[config.mk]
export PLATFORM = sky130hd
export DESIGN_NAME = soc_bus
export DESIGN_NICKNAME = d
export VERILOG_FILES = /design/src/rtl/pulp_pkg.sv /design/src/rtl/soc_bus.sv
export VERILOG_INCLUDE_DIRS = /design/src /design/src/include
export SDC_FILE = /design/constraint.sdc
export NUM_CORES = 1
export LEC_CHECK = 0
export ABC_AREA = 1
export ABC_CLOCK_PERIOD_IN_PS = 1800
export BUFFER_PORTS_ARGS = -buffer_cell sky130_fd_sc_hd__buf_2
export CAP_MARGIN = 10
export CORE_AREA = 2 2 101 103
export DETAILED_ROUTE_END_ITERATION = 10
export DIE_AREA = 0 0 103 105
export REMOVE_ABC_BUFFERS = 1
export SKIP_CTS_REPAIR_TIMING = 1
export SLEW_MARGIN = 20
export SYNTH_ARGS = -nofsm -noshare
export SYNTH_HDL_FRONTEND = slang
export SYNTH_SLANG_ARGS = --single-unit
[constraint.sdc]
create_clock -name clk_i -period 1.8 [get_ports clk_i]
set_input_delay 0.09 -clock clk_i [delete_from_list [all_inputs] [get_ports clk_i]]
set_output_delay 0.09 -clock clk_i [all_outputs]
set_load 0.01 [all_outputs]
[src/include/pulp_params.svh]
// pulp soc parameters: bus widths, cluster count, address map and register offsets
`ifndef PULP_PARAMS_SVH
`define PULP_PARAMS_SVH

// axi4-lite host port
`define PULP_LITE_AW 32
`define PULP_LITE_DW 32

// response codes
`define PULP_RESP_OKAY   2'b00
`define PULP_RESP_SLVERR 2'b10

`define PULP_N_CLUSTERS 2

// address map, sizes in bytes
`define PULP_L2_BASE   32'h1C00_0000
`define PULP_L2_SIZE   1024
`define PULP_CTRL_BASE 32'h1A10_0000
`define PULP_CTRL_SIZE 16

// cluster control byte offsets
`define PULP_REG_FETCH_EN 32'h0
`define PULP_REG_STATUS   32'h4
`define PULP_REG_EVT      32'h8

// status register layout
`define PULP_STATUS_EOC_LSB  0
`define PULP_STATUS_BUSY_LSB 8

`endif

[src/rtl/pulp_pkg.sv]
// pulp soc types: axi4-lite channel structs, internal target bus and bus fsm states
`include "pulp_params.svh"

package pulp_pkg;

  typedef logic [`PULP_LITE_AW-1:0]               lite_addr_t;
  typedef logic [`PULP_LITE_DW-1:0]               lite_data_t;
  typedef logic [`PULP_LITE_DW/8-1:0]             lite_strb_t;
  typedef logic [$clog2(`PULP_L2_SIZE/4)-1:0]     l2_word_addr_t;
  typedef logic [$clog2(`PULP_CTRL_SIZE/4)-1:0]   reg_idx_t;
  typedef logic [`PULP_N_CLUSTERS-1:0]            cl_vec_t;

  // channels driven by the host
  typedef struct packed {
    lite_addr_t aw_addr;
    logic       aw_valid;
    lite_data_t w_data;
    lite_strb_t w_strb;
    logic       w_valid;
    logic       b_ready;
    lite_addr_t ar_addr;
    logic       ar_valid;
    logic       r_ready;
  } lite_req_t;

  // channels driven by the soc
  typedef struct packed {
    logic       aw_ready;
    logic       w_ready;
    logic [1:0] b_resp;
    logic       b_valid;
    logic       ar_ready;
    lite_data_t r_data;
    logic [1:0] r_resp;
    logic       r_valid;
  } lite_resp_t;

  // request to the targets, word offset is local to the window
  typedef struct packed {
    logic          we;
    l2_word_addr_t word_off;
    lite_data_t    wdata;
    lite_strb_t    strb;
  } bus_req_t;

  typedef enum logic [1:0] {
    IDLE,
    WRITE_RESP,
    READ_RESP
  } bus_state_e;

endpackage

[src/rtl/soc_bus.sv]
// soc bus: axi4-lite slave with address decode to l2 and cluster control windows
`timescale 1ns/100ps
`include "pulp_params.svh"

module soc_bus (
  input  logic                 clk_i,
  input  logic                 arst_n_i,
  input  pulp_pkg::lite_req_t  lite_req_i,
  output pulp_pkg::lite_resp_t lite_resp_o,
  output pulp_pkg::bus_req_t   bus_req_o,
  output logic                 l2_sel_o,
  output logic                 ctrl_sel_o,
  input  pulp_pkg::lite_data_t l2_rdata_i,
  input  pulp_pkg::lite_data_t ctrl_rdata_i
);

  import pulp_pkg::*;

  localparam lite_addr_t L2_BASE   = lite_addr_t'(`PULP_L2_BASE);
  localparam lite_addr_t L2_SIZE   = lite_addr_t'(`PULP_L2_SIZE);
  localparam lite_addr_t CTRL_BASE = lite_addr_t'(`PULP_CTRL_BASE);
  localparam lite_addr_t CTRL_SIZE = lite_addr_t'(`PULP_CTRL_SIZE);

  bus_state_e state_q, state_d;

  logic       wr_go;
  logic       rd_go;
  lite_addr_t addr;
  lite_addr_t l2_off;
  lite_addr_t ctrl_off;
  logic       l2_hit;
  logic       ctrl_hit;

  // target of the access in flight
  logic l2_hit_q;
  logic err_q;

  // one transaction at a time, writes win over a pending read
  assign wr_go = (state_q == IDLE) & lite_req_i.aw_valid & lite_req_i.w_valid;
  assign rd_go = (state_q == IDLE) & lite_req_i.ar_valid & ~wr_go;

  assign addr = wr_go ? lite_req_i.aw_addr : lite_req_i.ar_addr;

  // offsets wrap below the base, so one compare covers both bounds
  assign l2_off   = addr - L2_BASE;
  assign ctrl_off = addr - CTRL_BASE;
  assign l2_hit   = (l2_off < L2_SIZE);
  assign ctrl_hit = (ctrl_off < CTRL_SIZE);

  assign l2_sel_o   = (wr_go | rd_go) & l2_hit;
  assign ctrl_sel_o = (wr_go | rd_go) & ctrl_hit;

  always_comb begin
    bus_req_o.we    = wr_go;
    bus_req_o.wdata = lite_req_i.w_data;
    bus_req_o.strb  = lite_req_i.w_strb;
    if (l2_hit) begin
      bus_req_o.word_off = l2_word_addr_t'(l2_off >> 2);
    end else begin
      bus_req_o.word_off = l2_word_addr_t'(ctrl_off >> 2);
    end
  end

  always_comb begin
    state_d = state_q;
    case (state_q)
      IDLE: begin
        if (wr_go) begin
          state_d = WRITE_RESP;
        end else if (rd_go) begin
          state_d = READ_RESP;
        end
      end
      WRITE_RESP: begin
        if (lite_req_i.b_ready) begin
          state_d = IDLE;
        end
      end
      READ_RESP: begin
        if (lite_req_i.r_ready) begin
          state_d = IDLE;
        end
      end
      default: state_d = IDLE;
    endcase
  end

  always_ff @(posedge clk_i or negedge arst_n_i) begin
    if (!arst_n_i) begin
      state_q  <= IDLE;
      l2_hit_q <= 1'b0;
      err_q    <= 1'b0;
    end else begin
      state_q <= state_d;
      if (wr_go | rd_go) begin
        l2_hit_q <= l2_hit;
        err_q    <= ~(l2_hit | ctrl_hit);
      end
    end
  end

  // handshake readies, response held until the host takes it
  always_comb begin
    lite_resp_o.aw_ready = wr_go;
    lite_resp_o.w_ready  = wr_go;
    lite_resp_o.ar_ready = rd_go;
    lite_resp_o.b_valid  = (state_q == WRITE_RESP);
    lite_resp_o.r_valid  = (state_q == READ_RESP);
    lite_resp_o.b_resp   = err_q ? `PULP_RESP_SLVERR : `PULP_RESP_OKAY;
    lite_resp_o.r_resp   = err_q ? `PULP_RESP_SLVERR : `PULP_RESP_OKAY;
    if (err_q) begin
      lite_resp_o.r_data = '0;
    end else if (l2_hit_q) begin
      lite_resp_o.r_data = l2_rdata_i;
    end else begin
      lite_resp_o.r_data = ctrl_rdata_i;
    end
  end

endmodule
==> metrics <==
status=finished, violations left; failing checks=setup timing; Die Height=approximately 110 um; Max Freq=0.493 GHz; hold_ws=~0.078 ns; vias in the first global route=2151; dpl cells=~610; most frequent cells in the layout=buf_2 (180), nand2_1 (135), a21oi_1 (33), inv_1 (28), nor2_1 (25); Yosys reg bits=4; Slew Limit Headroom=60.5%; Inserted Diodes=0; Worst Slack Setup Final=-0.230 ns; Worst Setup Path Type=reg2out; CTS buffer count=3; maximum vdd drop=between 0.4 and 0.5 mV; M3 GR Usage=10.1%; fin crit share=113%; final setup skew=0.00207 ns; Max-Cap Viols=0; worst r2r src=state_q[0]; r2r endpoint=err_q; worst-path maximum fanout=11; commonest non-fill, non-tap cell in the layout=buf_2; final-report max-slew violation count=0; WP data required=1.71 ns; Via density=slightly above 4; initial DRC count=74; critical path launch point type=flop; register area=about 100 um^2; crit end category=output pin; wire length of the first global-routing pass=between 10 and 15 mm; Seq/Total Area, Yosys=5.84%; initial antenna violation count=0; # IOs=259; CTS max path bufs=2; Final Non-Filler Cells=618; Worst-path clk slew=approximately 0.03 ns; Tmin final=2.03 ns; HP Start=lite_req_i[34]; Vias=approximately 2500; htree depth=1; Final setup viols=2; Worst Hold Path Cells=2; first drt pass iteration count=4; Final Hold Fails=0; hold endpoint=state_q[0]; drt total wl=about 7.7 mm; Die Width=slightly above 100 um; Initial Util=between 15 and 20%; FP Rows=36; Leakage Power=roughly 1.6 nW; routed len/inst=roughly 13 um; Syn-to-layout area delta=56.5%; reg-to-reg slack, setup=0.05 ns; DRC=0; full die area=around 11000 um^2; worst skew pair latency=0.21 ns; Core ar.=just under 10000 um^2; post-synthesis cell type count=27; grt peak-use layer=met2; layout cell share with drive strength beyond 1=about 50%; Mean Syn Cell Area=about 5.2 um^2; Tightest Pin Transition=0.586 ns; gr ovfl total=0; CTS sink cnt=4; pwr/cell area=~870 nW/um^2; cells on worst reg2reg path=12; met2 Resource Use GR=a little under a fifth; routability-driven placement congestion ratio=0.769; Root Driver=clkbuf_8; largest net degree at the start of global routing=35; port bufs=180; GRT met1 Usage=around 14%; Mapped Cells=333; post-synthesis cell area=1720 um^2; RSZ-0062 raised after global routing=true; Ys Warns=0; final core utilization=roughly 28%; nets=658; Detail Placement HPWL=around 6.5 mm; Total GRT Usage=between 10% and 20%; fillers=1136; CP arrival=between 1.5 and 2 ns; Antenna Nets Post-Route=0; CTS tree=built; multi-input logic area=approximately 1100 um^2; hold crit path type=in2reg
==> how the worst max path moves through the flow <==
stage | startpoint | to | slack, ns | cells after the start
after floorplan | state_q[1] | ctrl_sel_o | 0.10 | 11
after global placement | state_q[1] | ctrl_sel_o | -0.1 | 13
after detailed placement | state_q[1] | ctrl_sel_o | -0.09 | 13
after CTS | state_q[1] | ctrl_sel_o | -0.32 | 13
after global routing | state_q[0] | ctrl_sel_o | -0.35 | 11
final | state_q[0] | l2_sel_o | -0.23 | 10
==> cells in the mapped netlist <==
cell type  count  area, um^2
nand2_1      138         518
nand3b_1       4        30.0
nor2_1        28         105
o21ai_2        3        26.3
dfrtp_1        4         100
clkbuf_1      11        41.3
nand2_4        1        11.3
o21ai_0        1        5.00
o32ai_1        1        8.76
nand3_1        6        30.0
nor2_2         3        18.8
nor3_1         1        5.00
clkbuf_8       1        13.8
nand2_2        9        56.3
buf_6          3        33.8
a21oi_2        2        17.5
nand3_2        2        20.0
o31ai_1        1        7.51
conb_1         1        3.75
nor2_4         2        22.5
o21ai_1        1        5.00
a21oi_1       33         165
buf_4         44         330
buf_8          1        15.0
inv_1         28         105
or2_2          2        12.5
inv_2          2        7.51
==> flip-flops by register name (all words and copies together), names as in the netlist <==
signal / count
state_q: 2
err_q: 1
l2_hit_q: 1
==> layer usage <==
metal  wire length (um)  vias up  part of all wire [%]
met5                 47        -                  0.61
met4                  6        2                 0.078
met3               1480        4                    19
met2               3090      187                    40
met1               3110     1033                    40
li1                   -     1276                     -
==> worst max-delay path, cell delays in order (launching register included) <==
cell     delay, ns
dfrtp_1       0.41
nor2_4        0.22
buf_6         0.17
nand3_1       0.08
nand2_1       0.09
inv_1         0.05
buf_4         0.12
nor2_1        0.12
nand3_2       0.10
nor3_1        0.20
buf_2         0.18
==> where the power goes <==
part	switching (W)	internal [W]	total [W]
Sequential	0.0000306	0.000127	0.000158
Combinational	0.00117	0.000816	0.00199
Clock	0.0000404	0.000142	0.000182
==> through the flow <==
stage / cell area [um^2] / TNS (ns) / power (W) / setup WS (ns)
after floorplan: 1280 / 0 / 0.00118 / 0.101
final: 2680 / -0.446 / 0.00233 / -0.230
after global routing: 2680 / -0.821 / 0.00258 / -0.352
after CTS: 2590 / -0.619 / 0.00225 / -0.319
after global placement: 2540 / -0.146 / 0.00206 / -0.0963
after detailed placement: 2540 / -0.162 / 0.00206 / -0.0903
==> final cells by class <==
class / instances / share of cell area [%]
Sequential cell: 4 / 3.73
Inverter: 30 / 4.20
Clock buffer: 3 / 1.54
Multi-Input combinational cell: 241 / 41.8
Timing Repair Buffer: 207 / 42.6
Tap cell: 133 / 6.20
==> logic make-up (layout without fill, tap and decap cells) <==
logic type / count (synthesis) / count (layout) / share of synthesized area (%)
DFF: 4 / 4 / 5.84
buffers and inverters: 90 / 240 / 31.9
other: 1 / 2 / 0.219
and+or+nand+nor: 196 / 197 / 48.4
AOI/OAI and AO/OA: 42 / 42 / 13.7
Power figures use the tool's default switching activity.
