$ cat src/include/pulp_params.svh
// pulp soc parameters: bus widths, cluster count, address map and register offsets
`ifndef PULP_PARAMS_SVH
`define PULP_PARAMS_SVH

// axi4-lite host port
`define PULP_LITE_AW 32
`define PULP_LITE_DW 32

// response codes
`define PULP_RESP_OKAY   2'b00
`define PULP_RESP_SLVERR 2'b10

`define PULP_N_CLUSTERS 2

// address map, sizes in bytes
`define PULP_L2_BASE   32'h1C00_0000
`define PULP_L2_SIZE   1024
`define PULP_CTRL_BASE 32'h1A10_0000
`define PULP_CTRL_SIZE 16

// cluster control byte offsets
`define PULP_REG_FETCH_EN 32'h0
`define PULP_REG_STATUS   32'h4
`define PULP_REG_EVT      32'h8

// status register layout
`define PULP_STATUS_EOC_LSB  0
`define PULP_STATUS_BUSY_LSB 8

`endif

$ cat src/rtl/pulp_pkg.sv
// pulp soc types: axi4-lite channel structs, internal target bus and bus fsm states
`include "pulp_params.svh"

package pulp_pkg;

  typedef logic [`PULP_LITE_AW-1:0]               lite_addr_t;
  typedef logic [`PULP_LITE_DW-1:0]               lite_data_t;
  typedef logic [`PULP_LITE_DW/8-1:0]             lite_strb_t;
  typedef logic [$clog2(`PULP_L2_SIZE/4)-1:0]     l2_word_addr_t;
  typedef logic [$clog2(`PULP_CTRL_SIZE/4)-1:0]   reg_idx_t;
  typedef logic [`PULP_N_CLUSTERS-1:0]            cl_vec_t;

  // channels driven by the host
  typedef struct packed {
    lite_addr_t aw_addr;
    logic       aw_valid;
    lite_data_t w_data;
    lite_strb_t w_strb;
    logic       w_valid;
    logic       b_ready;
    lite_addr_t ar_addr;
    logic       ar_valid;
    logic       r_ready;
  } lite_req_t;

  // channels driven by the soc
  typedef struct packed {
    logic       aw_ready;
    logic       w_ready;
    logic [1:0] b_resp;
    logic       b_valid;
    logic       ar_ready;
    lite_data_t r_data;
    logic [1:0] r_resp;
    logic       r_valid;
  } lite_resp_t;

  // request to the targets, word offset is local to the window
  typedef struct packed {
    logic          we;
    l2_word_addr_t word_off;
    lite_data_t    wdata;
    lite_strb_t    strb;
  } bus_req_t;

  typedef enum logic [1:0] {
    IDLE,
    WRITE_RESP,
    READ_RESP
  } bus_state_e;

endpackage

$ cat src/rtl/cluster_ctrl.sv
// cluster control: fetch enable, eoc/busy status and per-cluster event pulses
`timescale 1ns/100ps
`include "pulp_params.svh"

module cluster_ctrl (
  input  logic                 clk_i,
  input  logic                 arst_n_i,
  input  pulp_pkg::bus_req_t   bus_req_i,
  input  logic                 sel_i,
  output pulp_pkg::lite_data_t rdata_o,
  output pulp_pkg::cl_vec_t    cl_fetch_en_o,
  input  pulp_pkg::cl_vec_t    cl_eoc_i,
  input  pulp_pkg::cl_vec_t    cl_busy_i,
  output pulp_pkg::cl_vec_t    cl_evt_o
);

  import pulp_pkg::*;

  localparam int unsigned N_CL = `PULP_N_CLUSTERS;

  localparam reg_idx_t IDX_FETCH_EN = reg_idx_t'(`PULP_REG_FETCH_EN >> 2);
  localparam reg_idx_t IDX_STATUS   = reg_idx_t'(`PULP_REG_STATUS >> 2);
  localparam reg_idx_t IDX_EVT      = reg_idx_t'(`PULP_REG_EVT >> 2);

  reg_idx_t   idx;
  logic       wr_en;
  logic       rd_en;
  lite_data_t status;
  lite_data_t rdata_d;

  cl_vec_t fetch_en_q;
  cl_vec_t eoc_q;
  cl_vec_t busy_q;
  cl_vec_t evt_q;

  assign idx   = reg_idx_t'(bus_req_i.word_off);
  // cluster bits all sit in byte 0
  assign wr_en = sel_i & bus_req_i.we & bus_req_i.strb[0];
  assign rd_en = sel_i & ~bus_req_i.we;

  always_ff @(posedge clk_i or negedge arst_n_i) begin
    if (!arst_n_i) begin
      fetch_en_q <= '0;
      eoc_q      <= '0;
      busy_q     <= '0;
      evt_q      <= '0;
    end else begin
      eoc_q  <= cl_eoc_i;
      busy_q <= cl_busy_i;
      // event lasts a single cycle
      evt_q  <= '0;
      if (wr_en && idx == IDX_FETCH_EN) begin
        fetch_en_q <= bus_req_i.wdata[N_CL-1:0];
      end
      if (wr_en && idx == IDX_EVT) begin
        evt_q <= bus_req_i.wdata[N_CL-1:0];
      end
    end
  end

  always_comb begin
    status = '0;
    status[`PULP_STATUS_EOC_LSB +: N_CL]  = eoc_q;
    status[`PULP_STATUS_BUSY_LSB +: N_CL] = busy_q;
    case (idx)
      IDX_FETCH_EN: rdata_d = lite_data_t'(fetch_en_q);
      IDX_STATUS:   rdata_d = status;
      default:      rdata_d = '0;
    endcase
  end

  always_ff @(posedge clk_i) begin
    if (rd_en) begin
      rdata_o <= rdata_d;
    end
  end

  assign cl_fetch_en_o = fetch_en_q;
  assign cl_evt_o      = evt_q;

endmodule

$ cat config.mk
export PLATFORM = sky130hd
export DESIGN_NAME = cluster_ctrl
export DESIGN_NICKNAME = d
export VERILOG_FILES = /design/src/rtl/pulp_pkg.sv /design/src/rtl/cluster_ctrl.sv
export VERILOG_INCLUDE_DIRS = /design/src /design/src/include
export SDC_FILE = /design/constraint.sdc
export NUM_CORES = 1
export LEC_CHECK = 0
export ABC_CLOCK_PERIOD_IN_PS = 800
export BUFFER_PORTS_ARGS = -buffer_cell sky130_fd_sc_hd__buf_2
export CAP_MARGIN = 20
export CORE_MARGIN = 2
export CORE_UTILIZATION = 27
export CTS_CLUSTER_DIAMETER = 100
export DETAILED_ROUTE_END_ITERATION = 10
export GPL_TIMING_DRIVEN = 0
export PLACE_DENSITY_LB_ADDON = 0.3
export SETUP_SLACK_MARGIN = 0.15
export SYNTH_ARGS = -nofsm -noshare
export SYNTH_HDL_FRONTEND = slang
export SYNTH_SLANG_ARGS = --single-unit
$ cat constraint.sdc
create_clock -name clk_i -period 0.8 [get_ports clk_i]
set_input_delay 0.08 -clock clk_i [delete_from_list [all_inputs] [get_ports clk_i]]
set_output_delay 0.08 -clock clk_i [all_outputs]
set_load 0.01 [all_outputs]
==> impl_table.tex, run 1 <==
\begin{tabular}{lr}
\hline
Metric & Value \\
\hline
\multicolumn{2}{l}{\textbf{Worst setup path}} \\
Largest delay contributor family on the critical path & flip-flops \\
Launching element of the worst setup path & cl\_fetch\_en\_o[1] \\
CP Cell Sequence & buf\_2 \\
Minimum setup slack among reg-to-reg paths & -0.02 ns \\
End point of the critical path & cl\_fetch\_en\_o[1] \\
Critical Path Slowest Stage Cell & dfrtp\_1 \\
Cell depth of the worst flop-to-flop path & 2 \\
Kind of end point of the critical path & output port \\
Cell count along the critical path & 1 \\
Class of the most critical setup path & register to output port \\
CP Data Required Time & 0.72 ns \\
Highest cell delay on the worst timing path & 0.40 ns \\
Startpoint type of the worst setup path & register \\
Critical path peak fanout & 3 \\
CP arrival & 0.81 ns \\
Origin of the critical flop-to-flop path & cl\_fetch\_en\_o[1] \\
Crit path buf inv count & 1 \\
R2R Path End & rdata\_o[1] \\
\multicolumn{2}{l}{\textbf{Logic synthesis}} \\
Post-Synth Adder-Cell Area & 0 \\
Compound-cell area share of the yosys netlist & 0 \\
Register area share after synthesis & 0.4876 \\
Async set-or-reset flop fraction in the synthesized netlist & 0.6667 \\
Simple logic cell fraction of the synthesized area & 0.1105 \\
Ranking of synthesized cells by instance count & buf\_4 (28), dfrtp\_1 (8), edfxtp\_1 (4) \\
Area leader, netlist & buf\_4 \\
Post-Synthesis Cell Area & 656.9 sq um \\
Count of state elements after synthesis & 12 \\
Dominant combinational cell family by area after synthesis & buffers and inverters \\
Fraction of synthesized cell area in xor and xnor cells & 0 \\
Cell types occupying the most area after synthesis & buf\_4 (32\%), dfrtp\_1 (30\%), edfxtp\_1 (18\%) \\
Number of warnings printed during yosys synthesis & 0 \\
Number of enable-type register cells in the synthesized netlist & 4 \\
Post-synthesis instance total & 54 \\
Multiplexer share of the synthesized area & 0.07619 \\
Most used DFF post-synth & dfrtp\_1 \\
Synth unique cells & 12 \\
Most used standard cell by instance count after synthesis & buf\_4 \\
Fraction of post-synthesis cell area in the top cell type by area & 0.3200 \\
Synth Area per Inst & 12.16 sq um \\
\multicolumn{2}{l}{\textbf{Floorplanning}} \\
Placeable core region & 0.002255 sq mm \\
Initial cell density of the core & 0.2913 \\
Floorplan die height & 53.33 microns \\
Die width & 53.33 microns \\
Number of top-level pins & 88 \\
Floorplan row count & 17 \\
Die outline area & 0.002844 sq mm \\
\multicolumn{2}{l}{\textbf{Cells and area}} \\
Area added between synthesis and finish & 51.81\% \\
Net total in the final layout & 165 \\
Total of fill cells in the finished design & 230 \\
Area taken by multi-input logic gates & 230.2 sq um \\
Share of final-layout standard cells stronger than drive strength 1 & 0.5446 \\
Post-layout utilization of the core & 0.4423 \\
Non-filler instance count after layout & 140 \\
Storage cell area & 320.3 sq um \\
Antenna fix cells & 0 \\
Design area & 997.2 sq um \\
\multicolumn{2}{l}{\textbf{Pwr}} \\
Ratio of total power to cell area & 1421 mW/mm\^{}2 \\
Total power consumption of the routed design & 1.417 mW \\
Leakage & 0.5823 nW \\
VDD IR-drop max & 0.6054 mV \\
\multicolumn{2}{l}{\textbf{Clock network}} \\
Number of levels in the clock H-tree & 1 \\
Worst-Skew Late Latency & 0.26 ns \\
Master cell of the clock root buffer & clkbuf\_4 \\
Number of buffers on the longest clock path & 2 \\
Num Clock Sinks & 12 \\
Clock tree from TritonCTS & yes \\
Number of CTS-inserted buffers & 3 \\
Clock Pin Slew Worst Setup and Hold Paths & 0.07 ns \\
\multicolumn{2}{l}{\textbf{Placement}} \\
PortBufs & 20 \\
Post-Place Cell Area & 895.9 sq um \\
Number of cells in the design after placement & 129 \\
Final HPWL DP & 909.9 microns \\
Final RePlAce weighted congestion & 0.6465 \\
\multicolumn{2}{l}{\textbf{Route}} \\
DR iter-0 viols & 1 \\
Drt drc & 0 \\
Number of vias after detailed routing & 450 \\
Mean routed wirelength per cell & 7.436 microns \\
First-pass detailed-route iteration total & 4 \\
Routed Antenna Nets & 0 \\
Overall routed net length & 1041 microns \\
Vias per std cell & 3.214 \\
\multicolumn{2}{l}{\textbf{Global routing}} \\
Via count of the first global-routing pass & 352 \\
Remaining Overflow, GRT & 0 \\
Global-route wire length before repair & 1435 microns \\
Total track usage & 0.07206 \\
Largest net degree at the start of global routing & 9 \\
Initial antenna violation count & 0 \\
\multicolumn{2}{l}{\textbf{Timing}} \\
Max Clock Freq & 1124 MHz \\
Count of final setup violators & 12 \\
Setup repair after global routing missed its margin & true \\
Final Critical Period & 0.8894 ns \\
Skew final & 0.001427 ns \\
Number of pins with negative max-slew slack in the final report & 0 \\
Slack of the critical path & -0.08936 ns \\
Final worst-path cycle share & 1.112 \\
Number of failing hold endpoints at the final stage & 0 \\
\multicolumn{2}{l}{\textbf{Worst hold path}} \\
Class of the worst hold path & primary input to register \\
Worst hold path cell count & 2 \\
\multicolumn{2}{l}{\textbf{Flow run}} \\
Max-cap viol count & 0 \\
\multicolumn{2}{l}{\textbf{Run status}} \\
Failing checks & setup timing \\
Outcome & complete, but fails checks \\
\hline
\end{tabular}
-- area by class of cell --
class / instances / share of cell area
Timing Repair Buffer: 27 / 0.1757
Clock buffer: 3 / 0.02258
Sequential cell: 12 / 0.3212
Buffer: 28 / 0.2108
Tap cell: 28 / 0.03513
Clock inverter: 1 / 0.003764
Multi-Input combinational cell: 41 / 0.2309
-- timing repair --
item | CTS | global route
buffers inserted | 1 | 1
endpoints found under the hold margin | 12 | 0
hold buffers | 5 | 0
setup endpoints to repair | 14 | 14
pin swaps | 0 | 0
gates resized for setup | 3 | 0
-- flip-flops by register name (all words and copies together) (netlist names) --
name	count
busy_q	2
cl_evt_o	2
cl_fetch_en_o	2
eoc_q	2
rdata_o	4
-- routing by layer --
| layer | GRT usage | wire (microns) |
|---|---|---|
| met5 | 0 | 0 |
| met4 | 0.03846 | 6 |
| met3 | 0.03107 | 149 |
| met2 | 0.1235 | 517 |
| met1 | 0.07279 | 368 |
-- cells in the final DEF, fill, tap and decap left out --
| cell type | count |
|---|---|
| and4b_1 | 1 |
| buf_8 | 1 |
| buf_2 | 19 |
| conb_1 | 28 |
| and3b_2 | 2 |
| buf_4 | 30 |
| mux2i_1 | 2 |
| and3_2 | 2 |
| clkinv_1 | 1 |
| dfrtp_1 | 8 |
| clkbuf_4 | 3 |
| nor2b_4 | 1 |
| dlygate4sd3_1 | 5 |
| mux2_4 | 2 |
| edfxtp_1 | 4 |
| nor2b_2 | 1 |
| nor2_1 | 2 |
-- how the worst min path moves through the flow --
stage / from / end / slack, ns
2_1_floorplan: arst_n_i / busy_q[0] / -0.22
3_3_place_gp: arst_n_i / cl_evt_o[1] / -0.07
3_5_place_dp: arst_n_i / cl_evt_o[0] / -0.07
4_1_cts: bus_req_i[4] / cl_fetch_en_o[0] / 0.06
5_1_grt: bus_req_i[4] / cl_fetch_en_o[0] / 0.07
6_report: bus_req_i[4] / cl_fetch_en_o[0] / 0.07
-- through the flow --
stage	setup slack, ns	setup TNS, ns	hold slack, ns
final	-0.08936	-0.4745	0.07120
after global routing	-0.1201	-0.8406	0.07332
after CTS	-0.1022	-0.5754	0.06380
after detailed placement	-0.3512	-0.7346	-0.07039
after global placement	-0.3119	-0.6470	-0.07455
after floorplan	-0.1072	-0.2563	-0.2156
-- report_power, final --
part / switching [mW] / internal [mW]
clock network: 0.174 / 0.180
registers: 0.0244 / 0.681
logic: 0.153 / 0.205
total: 0.352 / 1.07
-- logic make-up after synthesis --
| family | after synthesis |
|---|---|
| simple gates | 9 |
| other cells | 1 |
| mux | 4 |
| buf+inv | 28 |
| flops | 12 |
Note: power is estimated with default switching activity, not from simulation.
==> run 2, diff against run 1 <==
--- a/config.mk
+++ b/config.mk
@@ -6,12 +6,14 @@
 export SDC_FILE = /design/constraint.sdc
 export NUM_CORES = 1
 export LEC_CHECK = 0
+export ABC_AREA = 1
 export ABC_CLOCK_PERIOD_IN_PS = 800
 export BUFFER_PORTS_ARGS = -buffer_cell sky130_fd_sc_hd__buf_2
 export CAP_MARGIN = 20
 export CORE_MARGIN = 2
-export CORE_UTILIZATION = 27
+export CORE_UTILIZATION = 28
 export CTS_CLUSTER_DIAMETER = 100
+export CTS_CLUSTER_SIZE = 16
 export DETAILED_ROUTE_END_ITERATION = 10
 export GPL_TIMING_DRIVEN = 0
 export PLACE_DENSITY_LB_ADDON = 0.3
==> run 2 against run 1 <==
Effect of this change:
- the flow still finishes with violations (setup timing)
- synthesized cell count grew 39%
- cell area grew 0.50%
- combinational power grew 2%
- cell count grew 15%
- register-to-register slack lost 0.04 ns
- die area shrank 1.3%
- count of clock-buffer cells in the layout is the same
- non-clock buffer count is the same
- critical endpoint is now cl_fetch_en_o[0]
==> impl_table.tex, run 2 <==
\begin{tabular}{lr}
\hline
Metric & Value \\
\hline
\multicolumn{2}{l}{\textbf{Worst setup path}} \\
Startpoint type of the worst setup path & register (unchanged) \\
CP Data Required Time & 0.72 ns (about the same) \\
Class of the most critical setup path & register to output port (unchanged) \\
Highest cell delay on the worst timing path & 0.38 ns (was 0.40 ns) \\
Crit path buf inv count & 1 (unchanged) \\
CP arrival & 0.78 ns (was 0.81 ns) \\
Critical path peak fanout & 2 (was 3) \\
Critical Path Slowest Stage Cell & dfrtp\_1 (unchanged) \\
Largest delay contributor family on the critical path & flip-flops (unchanged) \\
CP Cell Sequence & buf\_2 (unchanged) \\
Kind of end point of the critical path & output port (unchanged) \\
\multicolumn{2}{l}{\textbf{Logic synthesis}} \\
Number of enable-type register cells in the synthesized netlist & 4 (unchanged) \\
Async set-or-reset flop fraction in the synthesized netlist & 0.6667 (unchanged) \\
Cell types occupying the most area after synthesis & buf\_4 (31\%), dfrtp\_1 (30\%), edfxtp\_1 (18\%) (was buf\_4 (32\%), dfrtp\_1 (30\%), edfxtp\_1 (18\%)) \\
Most used DFF post-synth & dfrtp\_1 (unchanged) \\
Count of state elements after synthesis & 12 (unchanged) \\
Dominant combinational cell family by area after synthesis & buffers and inverters (unchanged) \\
Register area share after synthesis & 0.4767 (was 0.4876) \\
Number of warnings printed during yosys synthesis & 0 (unchanged) \\
Fraction of synthesized cell area in xor and xnor cells & 0 (unchanged) \\
Fraction of post-synthesis cell area in the top cell type by area & 0.3128 (was 0.3200) \\
Multiplexer share of the synthesized area & 0 (was 0.07619) \\
Post-synthesis instance total & 75 (was 54) \\
Area leader, netlist & buf\_4 (unchanged) \\
Ranking of synthesized cells by instance count & buf\_4 (28), nand2\_1 (14), dfrtp\_1 (8), inv\_1 (8), nor2\_1 (6) (was buf\_4 (28), dfrtp\_1 (8), edfxtp\_1 (4)) \\
Post-Synthesis Cell Area & 671.9 sq um (was 656.9 sq um) \\
Synth Area per Inst & 8.959 sq um (was 12.16 sq um) \\
Compound-cell area share of the yosys netlist & 0 (unchanged) \\
Post-Synth Adder-Cell Area & 0 (unchanged) \\
Most used standard cell by instance count after synthesis & buf\_4 (unchanged) \\
Simple logic cell fraction of the synthesized area & 0.1601 (was 0.1105) \\
Synth unique cells & 9 (was 12) \\
\multicolumn{2}{l}{\textbf{Cells and area}} \\
Net total in the final layout & 186 (was 165) \\
Antenna fix cells & 0 (unchanged) \\
Total of fill cells in the finished design & 215 (was 230) \\
Share of final-layout standard cells stronger than drive strength 1 & 0.4211 (was 0.5446) \\
Most frequent cells in the layout & buf\_4 (30), conb\_1 (28), buf\_2 (20) (was buf\_4 (30), conb\_1 (28), buf\_2 (19)) \\
Non-filler instance count after layout & 161 (was 140) \\
Most common library cell in the layout ignoring fill and taps & buf\_4 (unchanged) \\
Area added between synthesis and finish & 49.16\% (was 51.81\%) \\
Flip-flop count of the largest register after layout & 4 (unchanged) \\
Reg with most FFs & rdata\_o (unchanged) \\
\multicolumn{2}{l}{\textbf{Pwr}} \\
Leakage & 0.6140 nW (was 0.5823 nW) \\
Ratio of total power to cell area & 1410 mW/mm\^{}2 (was 1421 mW/mm\^{}2) \\
VDD IR-drop max & 0.5243 mV (was 0.6054 mV) \\
\multicolumn{2}{l}{\textbf{Timing}} \\
Final worst-path cycle share & 1.074 (was 1.112) \\
Setup repair after global routing missed its margin & true (unchanged) \\
Number of failing hold endpoints at the final stage & 0 (unchanged) \\
Max Clock Freq & 1164 MHz (was 1124 MHz) \\
Worst hold-check slack & 0.03267 ns (was 0.07120 ns) \\
Number of pins with negative max-slew slack in the final report & 0 (unchanged) \\
Count of final setup violators & 10 (was 12) \\
Skew final & 0.003657 ns (was 0.001427 ns) \\
Post-route setup TNS & -0.4533 ns (was -0.4745 ns) \\
Slack of the critical path & -0.05890 ns (was -0.08936 ns) \\
Final Critical Period & 0.8589 ns (was 0.8894 ns) \\
\multicolumn{2}{l}{\textbf{Global routing}} \\
Initial antenna violation count & 0 (unchanged) \\
Largest net degree at the start of global routing & 9 (unchanged) \\
Via count of the first global-routing pass & 416 (was 352) \\
Total track usage & 0.08219 (was 0.07206) \\
Global-route wire length before repair & 1642 microns (was 1435 microns) \\
Remaining Overflow, GRT & 0 (unchanged) \\
\multicolumn{2}{l}{\textbf{Clock network}} \\
Num Clock Sinks & 12 (unchanged) \\
Clock tree from TritonCTS & yes (unchanged) \\
Master cell of the clock root buffer & clkbuf\_4 (unchanged) \\
Number of buffers on the longest clock path & 2 (unchanged) \\
Number of CTS-inserted buffers & 3 (unchanged) \\
Number of levels in the clock H-tree & 1 (unchanged) \\
Worst-Skew Late Latency & 0.26 ns (about the same) \\
Clock Pin Slew Worst Setup and Hold Paths & 0.06 ns (was 0.07 ns) \\
\multicolumn{2}{l}{\textbf{Route}} \\
DR iter-0 viols & 2 (was 1) \\
Mean routed wirelength per cell & 6.714 microns (was 7.436 microns) \\
Number of vias after detailed routing & 520 (was 450) \\
Vias per std cell & 3.230 (was 3.214) \\
Routed Antenna Nets & 0 (unchanged) \\
First-pass detailed-route iteration total & 4 (unchanged) \\
Overall routed net length & 1081 microns (was 1041 microns) \\
Drt drc & 0 (unchanged) \\
\multicolumn{2}{l}{\textbf{Floorplanning}} \\
Placeable core region & 0.002233 sq mm (was 0.002255 sq mm) \\
Floorplan row count & 17 (unchanged) \\
Floorplan die height & 52.99 microns (was 53.33 microns) \\
Die outline area & 0.002807 sq mm (was 0.002844 sq mm) \\
Die width & 52.99 microns (was 53.33 microns) \\
Number of top-level pins & 88 (unchanged) \\
Initial cell density of the core & 0.3008 (was 0.2913) \\
\multicolumn{2}{l}{\textbf{Worst hold path}} \\
Class of the worst hold path & primary input to register (unchanged) \\
\multicolumn{2}{l}{\textbf{Placement}} \\
Number of cells in the design after placement & 150 (was 129) \\
Final HPWL DP & 914.2 microns (was 909.9 microns) \\
PortBufs & 20 (unchanged) \\
Final RePlAce weighted congestion & 0.6938 (was 0.6465) \\
\multicolumn{2}{l}{\textbf{Run status}} \\
Failing checks & setup timing (unchanged) \\
Outcome & complete, but fails checks (unchanged) \\
\multicolumn{2}{l}{\textbf{Flow run}} \\
Max-cap viol count & 0 (unchanged) \\
\hline
\end{tabular}
## run 2: per-stage QoR
step / utilization / instance area (sq um) / worst slack [ns] / power [mW]
final: 0.4487 / 1002 / -0.05890 / 1.413
after global routing: 0.4487 / 1002 / -0.09780 / 1.513
after CTS: 0.4476 / 999.7 / -0.07620 / 1.426
after detailed placement: 0.4067 / 908.4 / -0.02805 / 1.015
after global placement: 0.4067 / 908.4 / -0.00005465 / 1.011
after floorplan: - / 773.2 / 0.04710 / 0.9314
## run 2: routing by layer
layer	wire length (microns)	track usage	vias to the layer above
li1	-	-	285
met1	393	0.09842	201
met2	533	0.1250	34
met3	154	0.02825	0
met4	0	0.05128	0
met5	0	0	-
## run 2: worst paths after layout
kind                                       start               end  slack [ns]  depth (start not counted)
max in group asynchronous               arst_n_i       cl_evt_o[1]        0.46                          2
worst min-delay path                bus_req_i[5]       cl_evt_o[1]        0.03                          3
min in group asynchronous               arst_n_i         busy_q[0]        0.18                          2
worst max-delay path            cl_fetch_en_o[0]  cl_fetch_en_o[0]       -0.06                          1
worst min register to register         busy_q[0]        rdata_o[8]        0.54                          2
worst max register to register  cl_fetch_en_o[1]        rdata_o[1]       -0.06                          3
## run 2: logic make-up after synthesis
logic type	Yosys count
buffers and inverters	36
and+or+nand+nor	26
DFF	12
other	1
## run 2: report_power, final
part	total, mW	switching, mW	internal (mW)	leakage, nW
registers	0.692	0.0147	0.678	0.140
logic	0.366	0.176	0.190	0.459
clock network	0.355	0.175	0.180	0.0154
total	1.41	0.366	1.05	0.614
## run 2: tightest hold or removal path, cell delays in order
cell and delay [ns]:
buf_2 0.10, inv_1 0.04, nor2_1 0.03
## run 2: area by class of cell
| cell class | instances | area [sq um] | area share |
|---|---|---|---|
| buffer | 28 | 210.2 | 0.2097 |
| clock buffer | 3 | 22.52 | 0.02247 |
| clock inverter | 1 | 3.754 | 0.003745 |
| inverter | 8 | 30.03 | 0.02996 |
| multi-input combinational | 54 | 215.2 | 0.2147 |
| sequential | 12 | 320.3 | 0.3196 |
| tap | 28 | 35.03 | 0.03496 |
| timing repair buffer | 27 | 165.2 | 0.1648 |
## run 2: repair_timing
action                                 CTS  global route
pin swaps                                0             0
gates resized for setup                  0             1
hold buffers                             5             0
endpoints found under the hold margin   12             0
buffers inserted                         2             0
setup endpoints to repair               12            14
==> run 3, diff against run 2 <==
--- a/config.mk
+++ b/config.mk
@@ -11,7 +11,7 @@
 export BUFFER_PORTS_ARGS = -buffer_cell sky130_fd_sc_hd__buf_2
 export CAP_MARGIN = 20
 export CORE_MARGIN = 2
-export CORE_UTILIZATION = 28
+export CORE_UTILIZATION = 25
 export CTS_CLUSTER_DIAMETER = 100
 export CTS_CLUSTER_SIZE = 16
 export DETAILED_ROUTE_END_ITERATION = 10
==> run 3 against run 2 <==
Effect of this change:
- the run still ends with setup timing left
- maximum frequency shrank 1.5%
- count of clock-buffer cells in the layout is the same
- first-iteration DRC count increased by 50%
- sequential cell count stayed put
- largest cell class unchanged
- combinational power hardly changed
- clock skew fell by 0.0015 ns
- largest power group unchanged
- critical path depth is the same
- cell count rose by 1.2%
==> impl_table.tex, run 3 (synthesis gave the netlist of run 2 again) <==
\begin{tabular}{lr}
\hline
Metric & Value \\
\hline
\multicolumn{2}{l}{\textbf{Run status}} \\
Outcome & complete, but fails checks (unchanged) \\
Failing checks & setup timing (unchanged) \\
\multicolumn{2}{l}{\textbf{Route}} \\
Vias per std cell & 3.387 (was 3.230) \\
Overall routed net length & 1213 microns (was 1081 microns) \\
Number of vias after detailed routing & 552 (was 520) \\
Routed Antenna Nets & 0 (unchanged) \\
DR iter-0 viols & 3 (was 2) \\
First-pass detailed-route iteration total & 3 (was 4) \\
Drt drc & 0 (unchanged) \\
Mean routed wirelength per cell & 7.442 microns (was 6.714 microns) \\
\multicolumn{2}{l}{\textbf{Clock network}} \\
Worst-Skew Late Latency & 0.27 ns (was 0.26 ns) \\
Number of buffers on the longest clock path & 2 (unchanged) \\
Number of CTS-inserted buffers & 3 (unchanged) \\
Number of levels in the clock H-tree & 1 (unchanged) \\
Clock tree from TritonCTS & yes (unchanged) \\
Clock Pin Slew Worst Setup and Hold Paths & 0.07 ns (was 0.06 ns) \\
Num Clock Sinks & 12 (unchanged) \\
Master cell of the clock root buffer & clkbuf\_4 (unchanged) \\
\multicolumn{2}{l}{\textbf{Pwr}} \\
Fraction of power consumed by sequential logic & 0.482 (was 0.490) \\
Power spent charging and discharging nets & 0.3858 mW (was 0.3657 mW) \\
Internal power component & 1.049 mW (was 1.048 mW) \\
Combinational share of power & 0.257 (was 0.259) \\
Total power consumption of the routed design & 1.435 mW (was 1.413 mW) \\
VDD IR-drop max & 0.7193 mV (was 0.5243 mV) \\
Clock share of power & 0.260 (was 0.251) \\
Leakage & 0.6135 nW (was 0.6140 nW) \\
Ratio of total power to cell area & 1429 mW/mm\^{}2 (was 1410 mW/mm\^{}2) \\
Switching share of total power & 0.2688 (was 0.2587) \\
\multicolumn{2}{l}{\textbf{Floorplanning}} \\
Floorplan die height & 55.84 microns (was 52.99 microns) \\
Die width & 55.84 microns (was 52.99 microns) \\
Number of top-level pins & 88 (unchanged) \\
Initial cell density of the core & 0.2664 (was 0.3008) \\
Floorplan row count & 18 (was 17) \\
Placeable core region & 0.002522 sq mm (was 0.002233 sq mm) \\
Die outline area & 0.003118 sq mm (was 0.002807 sq mm) \\
\multicolumn{2}{l}{\textbf{Global routing}} \\
Initial antenna violation count & 0 (unchanged) \\
Largest net degree at the start of global routing & 9 (unchanged) \\
Fraction of met1 tracks used by global routing & 0.06466 (was 0.09842) \\
Total track usage & 0.08285 (was 0.08219) \\
Remaining Overflow, GRT & 0 (unchanged) \\
Most used routing layer in global routing & met2 (unchanged) \\
Global-route wire length before repair & 1987 microns (was 1642 microns) \\
Global-route met2 utilization & 0.1616 (was 0.1250) \\
Met3 usage in global routing & 0.03023 (was 0.02825) \\
Via count of the first global-routing pass & 532 (was 416) \\
\multicolumn{2}{l}{\textbf{Timing}} \\
Number of pins with negative max-slew slack in the final report & 0 (unchanged) \\
Setup repair after global routing missed its margin & true (unchanged) \\
Final Critical Period & 0.8718 ns (was 0.8589 ns) \\
Skew final & 0.002168 ns (was 0.003657 ns) \\
Slack of the critical path & -0.07184 ns (was -0.05890 ns) \\
Count of final setup violators & 10 (unchanged) \\
Worst hold-check slack & 0.02885 ns (was 0.03267 ns) \\
Number of failing hold endpoints at the final stage & 0 (unchanged) \\
Max Clock Freq & 1147 MHz (was 1164 MHz) \\
Final worst-path cycle share & 1.090 (was 1.074) \\
\multicolumn{2}{l}{\textbf{Cells and area}} \\
Reg with most FFs & rdata\_o (unchanged) \\
Design area & 0.001005 sq mm (was 0.001002 sq mm) \\
Share of final-layout standard cells stronger than drive strength 1 & 0.4211 (unchanged) \\
Antenna fix cells & 0 (unchanged) \\
Most frequent cells in the layout & buf\_4 (30), conb\_1 (28), buf\_2 (20) (unchanged) \\
Area added between synthesis and finish & 49.53\% (was 49.16\%) \\
Net total in the final layout & 186 (unchanged) \\
Post-layout utilization of the core & 0.3983 (was 0.4487) \\
Flip-flop count of the largest register after layout & 4 (unchanged) \\
Total of fill cells in the finished design & 269 (was 215) \\
Most common library cell in the layout ignoring fill and taps & buf\_4 (unchanged) \\
\multicolumn{2}{l}{\textbf{Worst setup path}} \\
Kind of end point of the critical path & output port (unchanged) \\
Critical Path Slowest Stage Cell & dfrtp\_1 (unchanged) \\
CP arrival & 0.79 ns (was 0.78 ns) \\
Class of the most critical setup path & register to output port (unchanged) \\
Startpoint type of the worst setup path & register (unchanged) \\
Highest cell delay on the worst timing path & 0.38 ns (about the same) \\
CP Cell Sequence & buf\_2 (unchanged) \\
Critical path peak fanout & 2 (unchanged) \\
Crit path buf inv count & 1 (unchanged) \\
CP Data Required Time & 0.72 ns (about the same) \\
Largest delay contributor family on the critical path & flip-flops (unchanged) \\
\multicolumn{2}{l}{\textbf{Placement}} \\
Final HPWL DP & 973.6 microns (was 914.2 microns) \\
PortBufs & 20 (unchanged) \\
Final RePlAce weighted congestion & 0.7511 (was 0.6938) \\
Post-Place Cell Area & 910.9 sq um (was 908.4 sq um) \\
\multicolumn{2}{l}{\textbf{Flow run}} \\
Max-cap viol count & 0 (unchanged) \\
\multicolumn{2}{l}{\textbf{Worst hold path}} \\
Class of the worst hold path & primary input to register (unchanged) \\
\hline
\end{tabular}
==> run 3: cell counts in the layout (fill, tap and decap cells not counted) <==
Identical to the previous run, type by type.
==> run 3: power by group through the flow <==
| stage | sequential, mW | clock [mW] | combinational (mW) |
|---|---|---|---|
| finish | 0.692 | 0.374 | 0.369 |
| global route | 0.696 | 0.417 | 0.406 |
| CTS | 0.692 | 0.389 | 0.358 |
| detailed placement | 0.711 | 0 | 0.305 |
| global placement | 0.710 | 0 | 0.302 |
| floorplan | 0.724 | 0 | 0.207 |
==> run 3: what timing repair did <==
| item | CTS | global route |
|---|---|---|
| setup buffers | 2 | 0 |
| setup endpoints to repair | 12 | 14 |
| gates resized for setup | 0 | 1 |
| hold buffers | 5 | 0 |
| gates cloned | 0 | 0 |
| hold endpoints to repair | 12 | 0 |
==> run 3: worst paths after layout <==
kind | from | to | slack [ns] | cells past startpoint
min in group asynchronous | arst_n_i | busy_q[0] | 0.18 | 2
max | cl_fetch_en_o[0] | cl_fetch_en_o[0] | -0.07 | 1
max in group asynchronous | arst_n_i | cl_evt_o[1] | 0.45 | 2
max reg2reg | cl_fetch_en_o[0] | rdata_o[0] | -0.05 | 3
min reg2reg | busy_q[1] | rdata_o[9] | 0.53 | 2
min | bus_req_i[5] | cl_evt_o[1] | 0.03 | 3
==> run 3: cell type report <==
type	instances	area (sq um)	area share
Buffer	28	210.2	0.2092
Clock buffer	3	22.52	0.02242
Clock inverter	1	3.754	0.003736
Sequential cell	12	320.3	0.3188
Multi-Input combinational cell	54	215.2	0.2142
Timing Repair Buffer	27	165.2	0.1644
Inverter	8	30.03	0.02989
Tap cell	30	37.54	0.03736
==> run 3: stage by stage <==
| step | setup WS [ns] | cells | setup TNS [ns] |
|---|---|---|---|
| after floorplan | 0.04710 | 102 | 0 |
| after global placement | -0.004856 | 152 | -0.01928 |
| after detailed placement | -0.01186 | 152 | -0.04722 |
| after CTS | -0.08090 | 163 | -0.5881 |
| after global routing | -0.1081 | 163 | -0.8686 |
| final | -0.07184 | 163 | -0.5037 |
==> run 3: layer usage <==
metal,up-vias,wire (microns)
li1,287,-
met3,7,146
met5,-,0
met4,0,55
met2,35,616
met1,223,395
